## config.mk

```make
export PLATFORM = sky130hd
export DESIGN_NAME = conv_engine
export DESIGN_NICKNAME = d
export VERILOG_FILES = /design/src/conv_pkg.sv /design/src/mul_pipe.sv /design/src/conv_control.sv /design/src/tap_chain.sv /design/src/out_stage.sv /design/src/conv_engine.sv
export VERILOG_INCLUDE_DIRS = /design/src
export SDC_FILE = /design/constraint.sdc
export NUM_CORES = 2
export LEC_CHECK = 0
export BUFFER_PORTS_ARGS = -buffer_cell sky130_fd_sc_hd__buf_4
export CAP_MARGIN = 40
export CORE_MARGIN = 5
export CORE_UTILIZATION = 35
export CTS_BUF_LIST = sky130_fd_sc_hd__clkbuf_16
export DETAILED_ROUTE_END_ITERATION = 6
export GPL_TIMING_DRIVEN = 0
export PLACE_DENSITY = 0.58
export SLEW_MARGIN = 10
export SYNTH_ARGS = -nofsm -noshare
export SYNTH_HDL_FRONTEND = slang
export SYNTH_SLANG_ARGS = --single-unit
```

## constraint.sdc

```tcl
create_clock -name clk -period 30.8 [get_ports clk]
set_clock_uncertainty 0.2 [all_clocks]
set_input_delay 3.08 -clock clk [delete_from_list [all_inputs] [get_ports clk]]
set_output_delay 3.08 -clock clk [all_outputs]
set_load 0.01 [all_outputs]
```

## src/conv_defines.svh

```systemverilog
// Convolution engine sizing
`ifndef CONV_DEFINES_SVH
`define CONV_DEFINES_SVH

// ~~~~~~~~~~~~~~~~~~~~~~~~~~~~~~~~~~~~~~~~~~~~~~~~~~
// Word widths
// ~~~~~~~~~~~~~~~~~~~~~~~~~~~~~~~~~~~~~~~~~~~~~~~~~~
`define CONV_WORD_IN      8    // Signed pixel and weight
`define CONV_WORD_OUT     24   // Signed accumulated sum

// ~~~~~~~~~~~~~~~~~~~~~~~~~~~~~~~~~~~~~~~~~~~~~~~~~~
// Parallelism
// ~~~~~~~~~~~~~~~~~~~~~~~~~~~~~~~~~~~~~~~~~~~~~~~~~~
`define CONV_CORES        2    // Output channels per beat
`define CONV_UNITS        2    // Pixel lanes per beat
`define CONV_KW           3    // Kernel width and tap count

// ~~~~~~~~~~~~~~~~~~~~~~~~~~~~~~~~~~~~~~~~~~~~~~~~~~
// Timing and counters
// ~~~~~~~~~~~~~~~~~~~~~~~~~~~~~~~~~~~~~~~~~~~~~~~~~~
`define CONV_MUL_LATENCY  2    // Multiplier register stages
`define CONV_COL_BITS     8    // Column counter width

`endif

```

## src/conv_pkg.sv

```systemverilog
// Convolution engine types
`default_nettype none
`include "conv_defines.svh"

package conv_pkg;

  typedef logic signed [`CONV_WORD_IN-1:0]   word_in_t;    // Pixel or weight
  typedef logic signed [2*`CONV_WORD_IN-1:0] word_prod_t;  // Full precision product
  typedef logic signed [`CONV_WORD_OUT-1:0]  word_out_t;   // Accumulator word

  // ~~~~~~~~~~~~~~~~~~~~~~~~~~~~~~~~~~~~~~~~~~~~~~~~~~
  // Stream beats
  // ~~~~~~~~~~~~~~~~~~~~~~~~~~~~~~~~~~~~~~~~~~~~~~~~~~
  typedef struct packed {
    word_in_t [`CONV_UNITS-1:0]               pixels;    // One channel per unit
    word_in_t [`CONV_CORES-1:0][`CONV_KW-1:0] weights;   // Taps of this channel
    logic                                     cin_last;  // Last channel of column
    logic                                     last;      // Last column of row
  } conv_in_t;

  typedef struct packed {
    word_out_t [`CONV_CORES-1:0][`CONV_UNITS-1:0] data;  // Finished sums
    logic                                         last;  // Final output of row
  } conv_out_t;

  // Products for every core, unit and tap
  typedef word_prod_t [`CONV_CORES-1:0][`CONV_UNITS-1:0][`CONV_KW-1:0] prod_t;

  // Flags riding beside the products
  typedef struct packed {
    logic cin_last;  // Closes a column
    logic last;      // Closes a row
    logic emit;      // Column index at least KW-1
  } beat_tag_t;

  typedef enum logic {
    FILL,            // Warm-up columns of a row
    RUN              // Full kernel window available
  } ctrl_state_e;

endpackage

`default_nettype wire

```

## src/mul_pipe.sv

```systemverilog
// Pipelined multiplier array
`timescale 1ns/1ps
`default_nettype none
`include "conv_defines.svh"

module mul_pipe (
  input  logic               clk,
  input  logic               rst_n,
  input  logic               en,          // Pipeline advance
  input  logic               in_valid,    // Beat present on input
  input  conv_pkg::conv_in_t in_beat,
  output conv_pkg::prod_t    prod,        // Aligned with tag pipe
  output logic               prod_valid
);

  conv_pkg::prod_t              prod_d;                      // Products of current beat
  conv_pkg::prod_t              prod_q [`CONV_MUL_LATENCY];  // Product stages
  logic [`CONV_MUL_LATENCY-1:0] valid_q;                     // Valid stages

  // ~~~~~~~~~~~~~~~~~~~~~~~~~~~~~~~~~~~~~~~~~~~~~~~~~~
  // Every unit pixel times every core weight per tap
  // ~~~~~~~~~~~~~~~~~~~~~~~~~~~~~~~~~~~~~~~~~~~~~~~~~~
  always_comb begin
    for (int c = 0; c < `CONV_CORES; c++) begin
      for (int u = 0; u < `CONV_UNITS; u++) begin
        for (int w = 0; w < `CONV_KW; w++) begin
          if (in_valid) begin
            prod_d[c][u][w] = $signed(in_beat.pixels[u]) * $signed(in_beat.weights[c][w]);
          end else begin
            prod_d[c][u][w] = '0;  // Bubble adds nothing downstream
          end
        end
      end
    end
  end

  always_ff @(posedge clk) begin
    if (en) begin
      prod_q[0] <= prod_d;                          // First stage
      for (int i = 1; i < `CONV_MUL_LATENCY; i++) begin
        prod_q[i] <= prod_q[i-1];                   // Shift on advance only
      end
    end
  end

  always_ff @(posedge clk) begin
    if (!rst_n) begin
      valid_q <= '0;
    end else if (en) begin
      valid_q[0] <= in_valid;
      for (int i = 1; i < `CONV_MUL_LATENCY; i++) begin
        valid_q[i] <= valid_q[i-1];
      end
    end
  end

  assign prod       = prod_q[`CONV_MUL_LATENCY-1];   // Last stage out
  assign prod_valid = valid_q[`CONV_MUL_LATENCY-1];

endmodule

`default_nettype wire

```

## src/conv_control.sv

```systemverilog
// Column counting and tag pipe
`timescale 1ns/1ps
`default_nettype none
`include "conv_defines.svh"

module conv_control (
  input  logic                clk,
  input  logic                rst_n,
  input  logic                en,         // Pipeline advance
  input  logic                in_valid,
  input  logic                cin_last,   // Column closes on this beat
  input  logic                last,       // Row closes on this beat
  output conv_pkg::beat_tag_t tag,        // Delayed to meet the products
  output logic                tag_valid
);

  logic                        take;      // Input beat accepted
  logic [`CONV_COL_BITS-1:0]   col_q;     // Column index within row
  conv_pkg::ctrl_state_e       state_q;
  conv_pkg::beat_tag_t         tag_d;     // Stamp for the incoming beat
  conv_pkg::beat_tag_t         tag_q [`CONV_MUL_LATENCY];
  logic [`CONV_MUL_LATENCY-1:0] valid_q;

  assign take = in_valid && en;

  // ~~~~~~~~~~~~~~~~~~~~~~~~~~~~~~~~~~~~~~~~~~~~~~~~~~
  // Row position
  // ~~~~~~~~~~~~~~~~~~~~~~~~~~~~~~~~~~~~~~~~~~~~~~~~~~
  always_ff @(posedge clk) begin
    if (!rst_n) begin
      col_q   <= '0;
      state_q <= conv_pkg::FILL;
    end else if (take) begin
      if (last) begin
        col_q   <= '0;                    // Next row starts over
        state_q <= conv_pkg::FILL;
      end else if (cin_last) begin
        col_q <= col_q + 1'b1;
        if (col_q == `CONV_COL_BITS'(`CONV_KW-2)) begin
          state_q <= conv_pkg::RUN;       // Window now spans KW columns
        end
      end
    end
  end

  always_comb begin
    tag_d.cin_last = cin_last;
    tag_d.last     = last;
    tag_d.emit     = (state_q == conv_pkg::RUN);
  end

  // ~~~~~~~~~~~~~~~~~~~~~~~~~~~~~~~~~~~~~~~~~~~~~~~~~~
  // Delay matching the multiplier
  // ~~~~~~~~~~~~~~~~~~~~~~~~~~~~~~~~~~~~~~~~~~~~~~~~~~
  always_ff @(posedge clk) begin
    if (en) begin
      tag_q[0] <= tag_d;
      for (int i = 1; i < `CONV_MUL_LATENCY; i++) begin
        tag_q[i] <= tag_q[i-1];
      end
    end
  end

  always_ff @(posedge clk) begin
    if (!rst_n) begin
      valid_q <= '0;
    end else if (en) begin
      valid_q[0] <= in_valid;             // Accepted whenever en is high
      for (int i = 1; i < `CONV_MUL_LATENCY; i++) begin
        valid_q[i] <= valid_q[i-1];
      end
    end
  end

  assign tag       = tag_q[`CONV_MUL_LATENCY-1];
  assign tag_valid = valid_q[`CONV_MUL_LATENCY-1];

endmodule

`default_nettype wire

```

## src/tap_chain.sv

```systemverilog
// Kernel tap accumulators and column carry chain
`timescale 1ns/1ps
`default_nettype none
`include "conv_defines.svh"

module tap_chain (
  input  logic                clk,
  input  logic                rst_n,
  input  logic                en,         // Pipeline advance
  input  conv_pkg::prod_t     prod,
  input  conv_pkg::beat_tag_t tag,
  input  logic                tag_valid,
  output conv_pkg::conv_out_t out_beat,   // Candidate for output register
  output logic                out_valid
);

  logic take;                             // Product beat consumed this cycle
  logic col_first_q;                      // Next beat opens a column
  logic out_last_q;                       // Row end of pending output

  conv_pkg::word_out_t acc_q   [`CONV_CORES][`CONV_UNITS][`CONV_KW];    // Running sums
  conv_pkg::word_out_t carry_q [`CONV_CORES][`CONV_UNITS][`CONV_KW-1];  // Closed column sums
  conv_pkg::word_out_t sum_d   [`CONV_CORES][`CONV_UNITS][`CONV_KW];    // Next sums

  assign take = en && tag_valid;

  // ~~~~~~~~~~~~~~~~~~~~~~~~~~~~~~~~~~~~~~~~~~~~~~~~~~
  // Adders with column start select
  // ~~~~~~~~~~~~~~~~~~~~~~~~~~~~~~~~~~~~~~~~~~~~~~~~~~
  for (genvar c = 0; c < `CONV_CORES; c++) begin : g_core
    for (genvar u = 0; u < `CONV_UNITS; u++) begin : g_unit
      for (genvar w = 0; w < `CONV_KW; w++) begin : g_tap
        conv_pkg::word_out_t base;        // Addend picked ahead of product
        if (w == 0) begin : g_head
          assign base = col_first_q ? '0 : acc_q[c][u][w];                 // Fresh window
        end else begin : g_link
          assign base = col_first_q ? carry_q[c][u][w-1] : acc_q[c][u][w]; // Pull lower tap
        end
        assign sum_d[c][u][w] = base + conv_pkg::word_out_t'($signed(prod[c][u][w]));
      end
      assign out_beat.data[c][u] = acc_q[c][u][`CONV_KW-1];  // Top tap holds the result
    end
  end

  assign out_beat.last = out_last_q;

  // Sum registers hold payload only
  always_ff @(posedge clk) begin
    if (take) begin
      for (int c = 0; c < `CONV_CORES; c++) begin
        for (int u = 0; u < `CONV_UNITS; u++) begin
          for (int w = 0; w < `CONV_KW; w++) begin
            acc_q[c][u][w] <= sum_d[c][u][w];
          end
          if (tag.cin_last) begin
            for (int w = 0; w < `CONV_KW-1; w++) begin
              carry_q[c][u][w] <= sum_d[c][u][w];  // Hand column sum up the chain
            end
          end
        end
      end
    end
  end

  always_ff @(posedge clk) begin
    if (!rst_n) begin
      col_first_q <= 1'b1;
      out_valid   <= 1'b0;
      out_last_q  <= 1'b0;
    end else if (en) begin
      out_valid  <= tag_valid && tag.cin_last && tag.emit;  // Warm-up columns dropped
      out_last_q <= tag_valid && tag.last;
      if (tag_valid) begin
        col_first_q <= tag.cin_last;
      end
    end
  end

endmodule

`default_nettype wire

```

## src/out_stage.sv

```systemverilog
// Output register and stall enable
`timescale 1ns/1ps
`default_nettype none

module out_stage (
  input  logic                clk,
  input  logic                rst_n,
  input  conv_pkg::conv_out_t in_beat,   // Candidate from tap chain
  input  logic                in_valid,
  input  logic                m_ready,
  output logic                m_valid,
  output conv_pkg::conv_out_t m_beat,
  output logic                en         // Whole pipeline advance
);

  // Free slot or slot draining now
  assign en = !m_valid || m_ready;

  // ~~~~~~~~~~~~~~~~~~~~~~~~~~~~~~~~~~~~~~~~~~~~~~~~~~
  // Occupancy
  // ~~~~~~~~~~~~~~~~~~~~~~~~~~~~~~~~~~~~~~~~~~~~~~~~~~
  always_ff @(posedge clk) begin
    if (!rst_n) begin
      m_valid <= 1'b0;
    end else if (en) begin
      m_valid <= in_valid;               // Drops when drained without refill
    end
  end

  // Payload held while stalled
  always_ff @(posedge clk) begin
    if (en && in_valid) begin
      m_beat <= in_beat;
    end
  end

endmodule

`default_nettype wire

```

## src/conv_engine.sv

```systemverilog
// Streaming 1-D convolution engine
`timescale 1ns/1ps
`default_nettype none

module conv_engine (
  input  logic                clk,
  input  logic                rst_n,
  input  logic                s_valid,
  input  conv_pkg::conv_in_t  s_beat,
  output logic                s_ready,
  output logic                m_valid,
  output conv_pkg::conv_out_t m_beat,
  input  logic                m_ready
);

  logic                en;           // Freeze for back-pressure
  conv_pkg::prod_t     prod;
  conv_pkg::beat_tag_t tag;
  logic                tag_valid;
  conv_pkg::conv_out_t cand_beat;    // Finished sums before the output register
  logic                cand_valid;

  assign s_ready = en;

  // ~~~~~~~~~~~~~~~~~~~~~~~~~~~~~~~~~~~~~~~~~~~~~~~~~~
  // Datapath and control
  // ~~~~~~~~~~~~~~~~~~~~~~~~~~~~~~~~~~~~~~~~~~~~~~~~~~
  mul_pipe u_mul (
    .clk        (clk),
    .rst_n      (rst_n),
    .en         (en),
    .in_valid   (s_valid),
    .in_beat    (s_beat),
    .prod       (prod),
    .prod_valid ()
  );

  conv_control u_ctrl (
    .clk        (clk),
    .rst_n      (rst_n),
    .en         (en),
    .in_valid   (s_valid),
    .cin_last   (s_beat.cin_last),
    .last       (s_beat.last),
    .tag        (tag),
    .tag_valid  (tag_valid)
  );

  tap_chain u_taps (
    .clk        (clk),
    .rst_n      (rst_n),
    .en         (en),
    .prod       (prod),
    .tag        (tag),
    .tag_valid  (tag_valid),
    .out_beat   (cand_beat),
    .out_valid  (cand_valid)
  );

  out_stage u_out (
    .clk        (clk),
    .rst_n      (rst_n),
    .in_beat    (cand_beat),
    .in_valid   (cand_valid),
    .m_ready    (m_ready),
    .m_valid    (m_valid),
    .m_beat     (m_beat),
    .en         (en)
  );

endmodule

`default_nettype wire

```

# After elaboration in Yosys (flattened, before gate mapping)
# Memories as Yosys holds them, arrays and structs flattened.
# Index checks and enable logic that the tools add are counted.
# word_totals
ff_bits,112
ram_bits,870
in_bits,70
output_inout_bits,99
elab_cells,91
n_memories,4
# op_classes
n_addsub,13
n_mul,12
n_eq_ne,1
n_mux,36
n_reduce_logical,13
# memory_table
memory,depth,word_bits,read_ports,rd_ports_with_merged_regs,write_ports,line,rtl
u_mul.prod_q,2,192,2,0,2,mul_pipe.sv:17,conv_pkg::prod_t prod_q [`CONV_MUL_LATENCY];
u_taps.acc_q,2,144,2,0,2,tap_chain.sv:21,conv_pkg::word_out_t acc_q [`CONV_CORES][`CONV_UNITS][`CONV_KW];
u_taps.carry_q,2,96,2,0,2,tap_chain.sv:22,conv_pkg::word_out_t carry_q [`CONV_CORES][`CONV_UNITS][`CONV_KW-1];
u_ctrl.tag_q,2,3,2,0,2,conv_control.sv:21,conv_pkg::beat_tag_t tag_q [`CONV_MUL_LATENCY];
# ops
operator,count
adder 24 x 16 -> 24 bit,12
2-to-1 mux 24 bit,12
multiplier 8 x 8 -> 16 bit,12
2-to-1 mux 16 bit,12
2-to-1 mux 8 bit,2
2-to-1 mux 1 bit,10
adder 8 x 1 -> 8 bit (second input constant),1
equality test 8 x 1 -> 1 bit (second input constant),1
logical AND 1 bit,6
AND reduction 2 bit,2
nonzero test 2 bit,2
AND reduction 3 bit,1
zero test 1 bit,1
logical OR 1 bit,1

# Logic depth before layout (Yosys ltp)
# logic_depth
ltp_word,5
ltp_mapped,21
ltp_nobuf,19

# Cells and area by module
# A second synthesis with hierarchy kept.
# hier_totals
hier_cells,6990
hier_area_um2,78654.2
# by_module_without_submodules
mod,instances,cells_per_inst,area_each_um2,seq_area_each_um2
mul_pipe,1,4217,43992.2,11571.1
tap_chain,1,2605,30960.9,14473.9
out_stage,1,102,2970.3,2932.8
conv_control,1,66,730.7,400.4

# Worst setup path after synthesis
# No wires, ideal clock.
# synth_timing
path_type,input to register
from,input port m_ready
to,memory u_taps.acc_q[0][0] in the netlist's numbering (enable)
setup_time_ns,1.299
arrival_time_ns,16.465
required_time_ns,29.301
slack_ns,12.836
path_stages,4
n_path_buf,0
path_cell_list,nor2b_1 -> clkinv_1 -> nand2_1 -> inv_1
# synth_rtl
element,line,rtl
"start, declared",conv_engine.sv:13,input logic m_ready
"end, declared",tap_chain.sv:21,

# Worst setup path after layout
# layout_timing
from,input port m_ready
to,output port s_ready
# layout_between
elab_chain_len,1
# layout_rtl
element,line,rtl
logical OR 1 bit,out_stage.sv:17,assign en = !m_valid || m_ready;
"end, declared",conv_engine.sv:10,"output logic s_ready,"
# No other way between the ends.

==> results by group <==
Pwr
  • Pleak: 37.76 nW
  • Internal power: 0.004078 W
  • Power, Total: 0.006572 W
  • Combinational power share: 48.6%
  • Worst vdd ir: 50.62 uV
  • Flop pwr share: 30.5%
  • Clk pwr share: 20.8%
  • Sw Pwr: 0.002494 W
  • Cell Pwr Density: 76.25 nW/um^2
  • Switching part of the total: 37.95%

Critical path
  • WP data required: 27.52 ns
  • R2r setup slk: 24.96 ns
  • R2R Path End: u_taps.acc_q[1][22]$_DFFE_PP_
  • Crit path from: m_ready
  • Origin of the critical flop-to-flop path: u_taps.col_first_q$_SDFFE_PN1P_
  • CP startpoint kind: input port
  • Crit path DAT: 5.67 ns
  • Critical Path End Type: primary output
  • Worst-path fanout max: 88
  • Crit path kind: input port to primary output
  • Worst Reg-to-Reg Cells: 17
  • CP Capture Point: s_ready

Synth
  • Synth warn: 0
  • Post-synth top cells: inv_1, edfxtp_1, fa_1
  • EDFF count, synth: 967
  • Syn_area_per_cell: 11.19 sq um
  • Post-Syn Area: 76470 sq um
  • Top-area cell type share of the netlist area: 37.97%
  • Synth area leader: edfxtp_1
  • Synthesized instance count: 6837
  • Async set-or-reset flop fraction in the synthesized netlist: 0%
  • Post-synth net total: 8205
  • Synth cell types: 78
  • Most frequent cell after synthesis: inv_1
  • Main synth FF type: edfxtp_1
  • Synth Register Bits: 982
  • Top post-synthesis cells by area: edfxtp_1, fa_1, ha_1
  • Sequential-to-total area share from yosys stat: 38.36%

Layout
  • FF/Latch Area: 29340 sq um
  • Non-filler instance count after layout: 10150
  • Share of cells above drive strength 1: 8.575%
  • NumNets Final: 8540
  • Final Util: 39.65%
  • Filler cells: 20820
  • Multi-input combinational cell area: 42390 sq um
  • Area growth, synth to finish: 12.71%

Timing
  • Slew of the pin with the lowest slew margin: 1.007 ns
  • Setup violators final: 0
  • Worst rel slew slack: 32.88%
  • Achievable Freq: 0.1118 GHz
  • Period utilization: 29.05%
  • Final count of pins violating max slew: 0
  • Total Neg Setup Slack: 0 ns
  • Fin. Hold Viols: 0
  • Final min period: 8.949 ns
  • RSZ-0062 raised after global routing: false

Detailed routing
  • # DRC: 0
  • Detail Route Antenna Nets: 0
  • WL final: 206.6 mm
  • Initial drt markers: 3470
  • Wirelength per Cell: 20.37 um
  • DR vias: 50360
  • Vias per cell: 4.964
  • Detailed Routing Iterations Pass 1: 6

CTS
  • Hold-fix buffers, CTS: 0
  • CTS Sinks: 982
  • CTS buffer count: 109
  • Clk root buf: clkbuf_16
  • Clock Latency Late Sink: 0.77 ns
  • Reg clk slew, reported paths: 0.06 ns
  • Number of H-tree levels: 3
  • Setup Buffers After CTS: 0
  • Post-cts sizing count: 0
  • CTS Buffer Depth: 3
  • CTS tree: yes

Placed design
  • Placed wire-length estimate: 162.6 mm
  • Final Wtd Congestion: 0.8946
  • Placed Cells incl. Taps: 9912
  • Count of input and output buffers: 151

Global route
  • Grt total ovfl: 0
  • Largest net degree at the start of global routing: 102
  • Number of global-route vias before repair: 52350
  • Global-route wire length before repair: 315.4 mm
  • Initial antenna violation count: 46
  • GRT Util Overall: 18.02%

Min path
  • Hold/Removal Path Class: register to register

Flow run
  • Max Cap Violations: 0

Floorplanning
  • FP Rows: 171
  • Chip width: 477.4 um
  • # IOs: 169
  • Core area: 217400 sq um
  • Starting Density: 35.18%
  • Die area: 227900 sq um
  • Die H: 477.4 um

Run status
  • Outcome: finished clean
-- how the worst min path moves through the flow --
stage,from,to,slack [ns],cells past startpoint
after floorplan,u_ctrl.tag_q[0][0]$_DFFE_PN_,u_ctrl.tag_q[0][3]$_DFFE_PN_,0.20,0
after global placement,u_ctrl.tag_q[0][1]$_DFFE_PN_,u_ctrl.tag_q[0][4]$_DFFE_PN_,0.20,0
after detailed placement,u_ctrl.tag_q[0][0]$_DFFE_PN_,u_ctrl.tag_q[0][3]$_DFFE_PN_,0.20,0
after CTS,u_mul.prod_q[0][54]$_SDFFCE_PN0N_,u_mul.prod_q[0][246]$_DFFE_PN_,0.19,0
after global routing,u_mul.prod_q[0][5]$_SDFFCE_PN0N_,u_mul.prod_q[0][197]$_DFFE_PN_,0.21,0
final,u_mul.prod_q[0][54]$_SDFFCE_PN0N_,u_mul.prod_q[0][246]$_DFFE_PN_,0.20,0
-- power groups by stage --
stage          registers [W]  clock network (W)  logic, W
6_report             0.00201            0.00137   0.00319
2_1_floorplan        0.00198                  0   0.00241
4_1_cts              0.00201            0.00141   0.00322
3_3_place_gp         0.00204                  0   0.00313
5_1_grt              0.00203            0.00146   0.00361
3_5_place_dp         0.00204                  0   0.00320
-- stage by stage --
stage                     area, sq um  setup WS (ns)  hold WS (ns)
after floorplan                 76470          12.84        0.2003
after global placement          81180          3.299        0.2015
after detailed placement        82350          21.45        0.2045
after CTS                       86090          21.90        0.1873
after global routing            86170          21.61        0.2102
final                           86200          21.85        0.1958
-- layout by cell type (no fill, tap or decap), types with 59 or more instances in the layout --
| cell | count |
|---|---|
| ha_1 | 626 |
| inv_1 | 1083 |
| nand2_1 | 358 |
| buf_4 | 151 |
| edfxtp_1 | 967 |
| clkbuf_1 | 172 |
| fa_1 | 672 |
| a21oi_1 | 257 |
| xor2_1 | 103 |
| nor2_1 | 288 |
| nand3_1 | 65 |
| o21bai_1 | 64 |
| mux2_2 | 182 |
| nand2b_1 | 84 |
| and2_1 | 599 |
| a21o_1 | 114 |
| nor2b_1 | 204 |
| clkbuf_16 | 109 |
| nor3_1 | 59 |
| xnor2_1 | 303 |
| o21ai_0 | 169 |
-- cell type report --
class / count / area share (%)
Multi-Input combinational cell: 4588 / 49.18
Sequential cell: 982 / 34.04
Inverter: 1072 / 4.683
Tap cell: 2854 / 4.143
Clock buffer: 109 / 3.164
Timing Repair Buffer: 224 / 2.659
Clock inverter: 95 / 1.184
Buffer: 195 / 0.8739
Antenna cell: 27 / 0.07839
-- state kept, by name, indices dropped and copies added (netlist names) --
register,cells
u_ctrl.col_q,8
u_taps.out_last_q,1
u_taps.carry_q,192
u_taps.acc_q,288
u_ctrl.tag_q,6
u_taps.col_first_q,1
u_taps.out_valid,1
u_ctrl.valid_q,2
u_mul.prod_q,384
u_out.m_beat,97
u_ctrl.state_q,1
u_out.m_valid,1
-- critical path, cell delays in order --
cell	delay, ns
buf_4	0.12
nor2b_1	0.46
clkinv_4	0.68
buf_16	0.44
buf_16	0.36
buf_4	0.24
-- kinds of logic after synthesis --
kind of cell,after synthesis,share of synthesized area [%]
compound gates,862,7.248
xor+xnor,406,4.650
fa+ha+maj,1298,27.83
buf+inv,1267,6.219
flops,982,38.36
mux,211,3.060
simple gates,1811,12.63
-- metal layers --
metal / routed length, um / up-vias / GRT usage (%)
met1: 89620 / 25290 / 23.78
met4: 6715 / 10 / 5.983
met2: 98710 / 1285 / 30.21
met5: 73 / - / 0
li1: - / 23490 / -
met3: 11510 / 294 / 2.958
Power figures use the tool's default switching activity.
